## src/aib_cfg_params.svh

```systemverilog
// ----------------------------------------
// AIB config port widths and depths
// ----------------------------------------

`ifndef AIB_CFG_PARAMS_SVH
`define AIB_CFG_PARAMS_SVH

// Address field of the SPI header
`define AIB_CFG_ADDR_W 7

// One configuration word
`define AIB_CFG_DATA_W 32

// Implemented channel registers, the rest of the address space reads 0
`define AIB_CFG_REG_NUM 16

// Header is the write flag plus the address
`define AIB_CFG_HDR_BITS 8

// Header plus one data word
`define AIB_CFG_FRAME_BITS 40

// Flops per asynchronous SPI pin
`define AIB_CFG_SYNC_STAGES 2

`endif
```

## src/aib_cfg_pkg.sv

```systemverilog
// ----------------------------------------
// AIB config port types
// ----------------------------------------

`default_nettype none

`include "aib_cfg_params.svh"

package aib_cfg_pkg;

    // ----------------------------------------
    // SPI frame fields
    // ----------------------------------------

    // First bit on the wire is wr, then the address MSB first
    typedef struct packed {
        logic                       wr;
        logic [`AIB_CFG_ADDR_W-1:0] addr;
    } spi_cmd_t;

    typedef logic [`AIB_CFG_DATA_W-1:0] cfg_word_t;

    // ----------------------------------------
    // Register bank side
    // ----------------------------------------

    // Single-cycle access, wr and rd are exclusive
    typedef struct packed {
        logic                       wr;
        logic                       rd;
        logic [`AIB_CFG_ADDR_W-1:0] addr;
        cfg_word_t                  wdata;
    } cfg_req_t;

    // Word 0 sits in the low bits of the bus
    typedef cfg_word_t [`AIB_CFG_REG_NUM-1:0] cfg_bank_t;

    // Frame sequencing
    typedef enum logic [2:0] {
        st_idle,
        st_header,
        st_access,
        st_data,
        st_done
    } frame_state_t;

endpackage

`default_nettype wire

```

## src/aib_spi_cfg_top.sv

```systemverilog
// ----------------------------------------
// AIB SPI configuration port
// ----------------------------------------

`default_nettype none

`include "aib_cfg_params.svh"

module aib_spi_cfg_top
    import aib_cfg_pkg::*;
(
    input  logic      dut_slave1,
    input  logic      rst_n,
    input  logic      sclk,
    input  logic      ss_n,
    input  logic      mosi,
    output logic      miso,
    output cfg_bank_t cfg_out
);

    // Edge pulses and frame status
    logic      sclk_rise;
    logic      frame_active;
    logic      header_done;
    logic      frame_done;
    logic      mosi_s;
    // Shifter strobes
    logic      rx_cmd_shift;
    logic      rx_data_shift;
    logic      tx_load;
    logic      tx_shift;
    logic      tx_active;
    logic      tx_dout;
    // Payloads and bank access
    spi_cmd_t  cmd;
    cfg_word_t wdata;
    cfg_word_t rdata;
    cfg_req_t  req;

    // ----------------------------------------
    // Frame control
    // ----------------------------------------

    // Falling edges are only used inside the FSM
    spi_frame_fsm u_fsm (
        .dut_slave1    (dut_slave1),
        .rst_n         (rst_n),
        .sclk          (sclk),
        .ss_n          (ss_n),
        .mosi          (mosi),
        .header_done   (header_done),
        .frame_done    (frame_done),
        .cmd           (cmd),
        .wdata         (wdata),
        .sclk_rise     (sclk_rise),
        .sclk_fall     (),
        .frame_active  (frame_active),
        .mosi_s        (mosi_s),
        .rx_cmd_shift  (rx_cmd_shift),
        .rx_data_shift (rx_data_shift),
        .tx_load       (tx_load),
        .tx_shift      (tx_shift),
        .tx_active     (tx_active),
        .req           (req)
    );

    spi_bit_counter u_cnt (
        .dut_slave1   (dut_slave1),
        .rst_n        (rst_n),
        .sclk_rise    (sclk_rise),
        .frame_active (frame_active),
        .header_done  (header_done),
        .frame_done   (frame_done)
    );

    // ----------------------------------------
    // Shifters and register bank
    // ----------------------------------------

    // Header in, never loaded
    spi_shifter #(.payload_t(spi_cmd_t)) rx_cmd (
        .dut_slave1 (dut_slave1),
        .rst_n      (rst_n),
        .shift      (rx_cmd_shift),
        .din        (mosi_s),
        .load       (1'b0),
        .load_val   ('0),
        .value      (cmd),
        .dout       ()
    );

    // Write data in
    spi_shifter #(.payload_t(cfg_word_t)) rx_data (
        .dut_slave1 (dut_slave1),
        .rst_n      (rst_n),
        .shift      (rx_data_shift),
        .din        (mosi_s),
        .load       (1'b0),
        .load_val   ('0),
        .value      (wdata),
        .dout       ()
    );

    // Read data out, zeros fill from the bottom
    spi_shifter #(.payload_t(cfg_word_t)) tx_data (
        .dut_slave1 (dut_slave1),
        .rst_n      (rst_n),
        .shift      (tx_shift),
        .din        (1'b0),
        .load       (tx_load),
        .load_val   (rdata),
        .value      (),
        .dout       (tx_dout)
    );

    cfg_reg_file u_regs (
        .dut_slave1 (dut_slave1),
        .rst_n      (rst_n),
        .req        (req),
        .rdata      (rdata),
        .cfg_out    (cfg_out)
    );

    // Low outside the read data phase
    assign miso = tx_dout & tx_active;

endmodule

`default_nettype wire

```

## src/cfg_reg_file.sv

```systemverilog
// ----------------------------------------
// Channel configuration register bank
// ----------------------------------------

`default_nettype none

`include "aib_cfg_params.svh"

module cfg_reg_file
    import aib_cfg_pkg::*;
(
    input  logic      dut_slave1,
    input  logic      rst_n,
    input  cfg_req_t  req,
    output cfg_word_t rdata,
    output cfg_bank_t cfg_out
);

    // Index bits that select a register
    localparam int idx_w = $clog2(`AIB_CFG_REG_NUM);

    cfg_bank_t        regs;
    logic [idx_w-1:0] idx;
    logic             addr_ok;

    // ----------------------------------------
    // Address decode
    // ----------------------------------------

    // Low bits pick the word
    assign idx = req.addr[idx_w-1:0];

    // Upper address bits must be zero for an implemented register
    assign addr_ok = (req.addr[`AIB_CFG_ADDR_W-1:idx_w] == '0);

    // ----------------------------------------
    // Write port
    // ----------------------------------------

    always_ff @(posedge dut_slave1) begin
        if (!rst_n) begin
            // Channels come up unprogrammed
            regs <= '0;
        end else if (req.wr && addr_ok) begin
            regs[idx] <= req.wdata;
        end
        // Out of range writes fall through
    end

    // ----------------------------------------
    // Read port
    // ----------------------------------------

    // Registered, valid the cycle after rd
    always_ff @(posedge dut_slave1) begin
        if (req.rd) begin
            if (addr_ok) begin
                rdata <= regs[idx];
            end else begin
                // Unimplemented space reads as zero
                rdata <= '0;
            end
        end
    end

    // Whole bank straight to the channel config bus
    assign cfg_out = regs;

endmodule

`default_nettype wire

```

## src/spi_frame_fsm.sv

```systemverilog
// ----------------------------------------
// SPI pin sampling and frame FSM
// ----------------------------------------

`default_nettype none

`include "aib_cfg_params.svh"

module spi_frame_fsm
    import aib_cfg_pkg::*;
(
    input  logic      dut_slave1,
    input  logic      rst_n,
    input  logic      sclk,
    input  logic      ss_n,
    input  logic      mosi,
    input  logic      header_done,
    input  logic      frame_done,
    input  spi_cmd_t  cmd,
    input  cfg_word_t wdata,
    output logic      sclk_rise,
    output logic      sclk_fall,
    output logic      frame_active,
    output logic      mosi_s,
    output logic      rx_cmd_shift,
    output logic      rx_data_shift,
    output logic      tx_load,
    output logic      tx_shift,
    output logic      tx_active,
    output cfg_req_t  req
);

    localparam int sync_n = `AIB_CFG_SYNC_STAGES;

    logic [sync_n-1:0] sclk_sync;
    logic [sync_n-1:0] ss_n_sync;
    logic [sync_n-1:0] mosi_sync;
    logic              sclk_q;
    logic              ss_n_s;
    frame_state_t      state;
    frame_state_t      state_nxt;
    logic              is_read;
    logic              wr_q;
    logic              rd_q;
    logic              tx_armed;

    // ----------------------------------------
    // Pin synchronizers and edge detect
    // ----------------------------------------

    // All three pins share one delay so mosi lines up with the edge pulse
    always_ff @(posedge dut_slave1) begin
        if (!rst_n) begin
            sclk_sync <= '0;
            ss_n_sync <= '1;
            mosi_sync <= '0;
            sclk_q    <= 1'b0;
            sclk_rise <= 1'b0;
            sclk_fall <= 1'b0;
            ss_n_s    <= 1'b1;
            mosi_s    <= 1'b0;
        end else begin
            sclk_sync <= {sclk_sync[sync_n-2:0], sclk};
            ss_n_sync <= {ss_n_sync[sync_n-2:0], ss_n};
            mosi_sync <= {mosi_sync[sync_n-2:0], mosi};
            sclk_q    <= sclk_sync[sync_n-1];
            // Edge register is the third stage after the pin
            sclk_rise <= sclk_sync[sync_n-1] & ~sclk_q;
            sclk_fall <= ~sclk_sync[sync_n-1] & sclk_q;
            ss_n_s    <= ss_n_sync[sync_n-1];
            mosi_s    <= mosi_sync[sync_n-1];
        end
    end

    // ----------------------------------------
    // Frame sequencing
    // ----------------------------------------

    always_ff @(posedge dut_slave1) begin
        if (!rst_n) begin
            state <= st_idle;
        end else begin
            state <= state_nxt;
        end
    end

    always_comb begin
        state_nxt = state;
        case (state)
            st_idle:   if (!ss_n_s) state_nxt = st_header;
            st_header: if (header_done) state_nxt = st_access;
            // Access lasts exactly one cycle
            st_access: state_nxt = st_data;
            st_data:   if (frame_done) state_nxt = st_done;
            // Extra bits are ignored here until deselect
            st_done:   state_nxt = st_done;
            default:   state_nxt = st_idle;
        endcase
        // Deselect ends any frame, an unfinished one is dropped
        if (ss_n_s) begin
            state_nxt = st_idle;
        end
    end

    assign is_read      = ~cmd.wr;
    assign frame_active = (state != st_idle);

    // Receive strobes per phase
    assign rx_cmd_shift  = sclk_rise && (state == st_header);
    assign rx_data_shift = sclk_rise && (state == st_data);

    // ----------------------------------------
    // Register requests and read return
    // ----------------------------------------

    always_ff @(posedge dut_slave1) begin
        if (!rst_n) begin
            wr_q     <= 1'b0;
            rd_q     <= 1'b0;
            tx_armed <= 1'b0;
        end else begin
            // Write fires only once the 40th bit is in
            wr_q     <= frame_done && (state == st_data) && cmd.wr;
            // Read word is back from the bank one cycle after rd
            rd_q     <= req.rd;
            // Bit 31 already sits on miso for the first data edge
            tx_armed <= (state == st_data) && (tx_armed || sclk_rise);
        end
    end

    always_comb begin
        req       = '0;
        req.wr    = wr_q;
        req.rd    = (state == st_access) && is_read;
        req.addr  = cmd.addr;
        req.wdata = wdata;
    end

    // Miso valid only in the data phase of a read
    assign tx_active = (state == st_data) && is_read;
    assign tx_load   = rd_q;
    assign tx_shift  = sclk_fall && tx_active && tx_armed;

    // One frame gives either a read or a write, never both at once
    a_wr_rd_excl: assert property (
        @(posedge dut_slave1) disable iff (!rst_n)
        !(req.wr && req.rd)
    ) else $error("wr and rd requested together");

endmodule

`default_nettype wire

```

## src/spi_shifter.sv

```systemverilog
// ----------------------------------------
// Serial payload shift register
// ----------------------------------------

`default_nettype none

module spi_shifter
    import aib_cfg_pkg::*;
#(
    // Payload carried by this instance, struct or plain vector
    parameter type payload_t = cfg_word_t
) (
    input  logic     dut_slave1,
    input  logic     rst_n,
    input  logic     shift,
    input  logic     din,
    input  logic     load,
    input  payload_t load_val,
    output payload_t value,
    output logic     dout
);

    localparam int width = $bits(payload_t);

    // Flat view of the payload, MSB leaves first
    logic [width-1:0] bits_q;

    // ----------------------------------------
    // Shift and parallel load
    // ----------------------------------------

    always_ff @(posedge dut_slave1) begin
        if (!rst_n) begin
            bits_q <= '0;
        end else if (load) begin
            // Parallel load of a whole word
            bits_q <= load_val;
        end else if (shift) begin
            // MSB first, new bit enters at the LSB
            bits_q <= {bits_q[width-2:0], din};
        end
    end

    // Struct view back for the consumer
    assign value = payload_t'(bits_q);

    // Bit currently on the wire
    assign dout = bits_q[width-1];

    // Load and shift come from different SPI phases
    a_no_shift_load: assert property (
        @(posedge dut_slave1) disable iff (!rst_n)
        !(shift && load)
    ) else $error("shift and load in the same cycle");

endmodule

`default_nettype wire

```

## src/spi_bit_counter.sv

```systemverilog
// ----------------------------------------
// SPI frame bit counter
// ----------------------------------------

`default_nettype none

`include "aib_cfg_params.svh"

module spi_bit_counter (
    input  logic dut_slave1,
    input  logic rst_n,
    input  logic sclk_rise,
    input  logic frame_active,
    output logic header_done,
    output logic frame_done
);

    // Count value seen on the edge that completes the header
    localparam logic [5:0] hdr_last = 6'(`AIB_CFG_HDR_BITS - 1);
    // Saturation point, edges past this are ignored
    localparam logic [5:0] frame_bits = 6'(`AIB_CFG_FRAME_BITS);

    logic [5:0] count;
    logic       count_en;

    // Only edges inside a frame and below saturation are counted
    assign count_en = frame_active && sclk_rise && (count < frame_bits);

    // ----------------------------------------
    // Edge count
    // ----------------------------------------

    always_ff @(posedge dut_slave1) begin
        if (!rst_n || !frame_active) begin
            // Leaving the frame, aborted or not, restarts the count
            count <= '0;
        end else if (count_en) begin
            count <= count + 6'd1;
        end
    end

    // Strobes coincide with the edge that brings in the last bit
    assign header_done = count_en && (count == hdr_last);
    assign frame_done  = count_en && (count == frame_bits - 6'd1);

    // Count stays within one frame however many edges arrive
    a_count_sat: assert property (
        @(posedge dut_slave1) disable iff (!rst_n)
        count <= frame_bits
    ) else $error("bit count above frame length");

endmodule

`default_nettype wire

```

## config.mk

```make
export PLATFORM = sky130hd
export DESIGN_NAME = aib_spi_cfg_top
export DESIGN_NICKNAME = d
export VERILOG_FILES = /design/src/aib_cfg_pkg.sv /design/src/aib_spi_cfg_top.sv /design/src/cfg_reg_file.sv /design/src/spi_frame_fsm.sv /design/src/spi_shifter.sv /design/src/spi_bit_counter.sv
export VERILOG_INCLUDE_DIRS = /design/src
export SDC_FILE = /design/constraint.sdc
export NUM_CORES = 1
export LEC_CHECK = 0
export ABC_AREA = 1
export BUFFER_PORTS_ARGS = -buffer_cell sky130_fd_sc_hd__buf_2
export CORE_MARGIN = 2
export CORE_UTILIZATION = 45
export CTS_BUF_LIST = sky130_fd_sc_hd__clkbuf_4 sky130_fd_sc_hd__clkbuf_8 sky130_fd_sc_hd__clkbuf_16
export CTS_CLUSTER_DIAMETER = 100
export DETAILED_ROUTE_END_ITERATION = 16
export PLACE_DENSITY = 0.68
export SYNTH_ARGS = -nofsm -noshare
export SYNTH_HDL_FRONTEND = slang
export SYNTH_SLANG_ARGS = --single-unit
```

## constraint.sdc

```tcl
create_clock -name dut_slave1 -period 2.9 [get_ports dut_slave1]
set_input_delay 0.29 -clock dut_slave1 [delete_from_list [all_inputs] [get_ports dut_slave1]]
set_output_delay 0.29 -clock dut_slave1 [all_outputs]
set_load 0.01 [all_outputs]
```

==> results_dict.tcl <==
set metrics [dict create \
    clk_pin_slew_ps 60 \
    fillers 6248 \
    htree_levels 3 \
    start_kind "flop" \
    hold_viol 0 \
    placed_area_sq_um 31600 \
    die_y_um 256 \
    seqCellArea_sq_um 13100 \
    power.share.combinational 0.011 \
    power.share.clock 0.518 \
    cts_buffers 71 \
    vias_per_cell 5.60 \
    core_sq_um 63000 \
    r2r_start "rx_cmd.value[0]" \
    clock_path_buffers 3 \
    post_cts_buffers 0 \
    final_area_sq_um 34200 \
    die_x_um 256 \
    wl_per_cell_um 21.8 \
    ys_types 27 \
    critical_path.endpoint "u_regs.cfg_out[254]" \
    grt_start_max_net_pins 171 \
    timing.slew.headroom 0.210 \
    synth_nets 4328 \
    path_class "reg2reg" \
    yosys-top-cells-area "dfxtp_1 (42%), nand2_1 (18%), nor2_1 (8.8%)" \
    dr.first_iter.drc_count 3244 \
    skew_ps 34.8 \
    power.density_nw_per_um2 549 \
    critPathMaxFanout 170 \
    yosys_warnings 0 \
    cts.sinks 639 \
    wl_um 121000 \
    drc 0 \
    rsz0062_at_grt "false" \
    ff2ff_path_depth 6 \
    fmax_ghz 0.413 \
    drt_pass1_iterations 6 \
    start_util 0.454 \
    portBuffers 517 \
    cp-end-kind "flop" \
    avgSynthCellArea_sq_um 6.62 \
    clock_latency_ps 610 \
    dieArea_sq_um 65600 \
    grt_pass1_wl_um 177000 \
    dp_cells 5411 \
    total_leakage_power_nw 16.6 \
    worstPathArrival_ps 2970 \
    antenna_found_initial 0 \
    crit_required_ps 3450 \
    drive_gt1_frac 0.166 \
    hold_start "rst_n" \
    place_congestion 0.930 \
    ant_nets 0 \
    grt_overflow_total 0 \
    p_switching_mw 4.01 \
    period_share 0.834 \
    yosysSeqAreaShare 0.458 \
    synth_largest_area_cell "dfxtp_1" \
    reg2reg_to "u_regs.cfg_out[254]" \
    netSwitchingFraction 0.213 \
    ys_seq_elements 639 \
    dp_hpwl_um 80600 \
    via_count 31060 \
    io_pins 518 \
    syn_to_final_growth_pct 19.5 \
    grt_pass1_vias 27805 \
    crit_start "rx_cmd.value[0]" \
    status "complete, no violations" \
    syn_inst 4322 \
    multi_input_comb_area_sq_um 13700 \
    total_power_mw 18.8 \
    reg2reg_slack_ps 480 \
    synth_top_area_share 0.425 \
    num-nets-final 4647 \
    period_needed_ps 2420 \
    pwr-share-seq 0.471 \
    drv_slew 0 \
    finalSetupViolations 0 \
    tritoncts "done" \
    maxCapViolCount 0 \
    worst_slack_ps 481 \
    dp_slack_ps 646 \
    setup_tns_ps 0 \
    netlist_area_sq_um 28600 \
    core.rowCount 92 \
    grt_usage 0.351 \
    worst_pin_slew_ps 1180 \
    internal_power_mw 14.8 \
    hold_class "in2reg" \
    stdcell_count 5545 \
    irDropWorstVdd_mv 0.367 \
    antenna_cells 0 \
    cts_root_buf "clkbuf_16" \
]
-- what timing repair did --
| item | 4_1_cts | 5_1_grt |
|---|---|---|
| endpoints found under the hold margin | 3 | 0 |
| resized for setup | 0 | 0 |
| hold buffers | 3 | 0 |
-- metal layers --
layer	routed length, um	GRT usage
met5	0	0
met1	44700	0.415
met2	55500	0.568
met4	9890	0.259
met3	10600	0.0666
-- metrics by stage --
stage / util / hold WS [ps]
after global routing: 0.543 / 151
final: 0.543 / 138
after CTS: 0.543 / 104
after detailed placement: 0.502 / 404
after global placement: 0.502 / 399
after floorplan: - / 388
-- critical path, stage by stage, from the launching register on --
cell and delay (ps):
dfxtp_4 410, buf_12 370, nand2_4 240, nor2_2 170, buf_4 410, o21ai_0 150, nor2_1 130
-- power by group through the flow --
| stage | registers (mW) | logic [mW] | clock network (mW) |
|---|---|---|---|
| after global routing | 8.84 | 0.221 | 10.1 |
| after CTS | 8.85 | 0.203 | 9.78 |
| final | 8.85 | 0.209 | 9.73 |
| after global placement | 9.04 | 0.200 | 0 |
| after floorplan | 9.04 | 0.137 | 0 |
| after detailed placement | 9.04 | 0.200 | 0 |
-- cell usage after synthesis, drive strengths merged --
master  number
o21ai      429
nor3       355
nor4         1
or2          5
nand3      121
ha           1
nand4        2
nand2     1405
edfxtp      32
clkinv       2
nor2       675
inv         86
buf        147
clkbuf     215
a21oi      238
dfxtp      607
nor3b        1
-- final cells by class --
type / count / share of cell area
multi-input cells: 3233 / 0.401
flip-flops and latches: 639 / 0.384
repair buffers: 608 / 0.100
clock buffers: 108 / 0.0656
well taps: 846 / 0.0310
inverters: 88 / 0.0101
clock inverters: 23 / 0.00842
-- worst min-delay path by stage --
stage / to / slack [ps] / cells after the start
final: u_fsm.sclk_fall / 140 / 3
after global routing: u_fsm.sclk_fall / 150 / 3
after CTS: u_fsm.sclk_fall / 100 / 3
after detailed placement: u_fsm.ss_n_sync[1] / 400 / 1
after global placement: u_fsm.sclk_rise / 400 / 1
after floorplan: u_fsm.mosi_sync[0] / 390 / 2
-- state kept, by name, summed over array words and instances (netlist names), 3 cells and up --
register,count
rx_data.value,32
u_regs.cfg_out,512
rx_cmd.value,8
u_regs.rdata,32
u_fsm.state,3
tx_data.value,32
u_cnt.count,6
-- kinds of logic after synthesis --
family	after synthesis	share of synthesized area
buf+inv	450	0.0646
flops	639	0.458
simple gates	2565	0.360
fa+ha+maj	1	0.000437
compound gates	667	0.117
-- placed cells by master (no fill, tap or decap), types with 3 or more instances in the layout --
cell / instances
a21oi_1: 238
buf_12: 11
buf_2: 516
buf_4: 77
bufinv_16: 6
clkbuf_16: 76
clkbuf_4: 16
clkbuf_8: 16
clkinv_1: 3
clkinv_2: 12
dfxtp_1: 605
dlygate4sd3_1: 3
edfxtp_1: 32
inv_1: 79
inv_2: 4
nand2_1: 1393
nand2_2: 8
nand2_4: 4
nand3_1: 119
nor2_1: 660
nor2_2: 14
nor3_1: 355
o21ai_0: 348
o21ai_1: 81
or2_2: 5
Note: power is estimated with default switching activity, not from simulation.
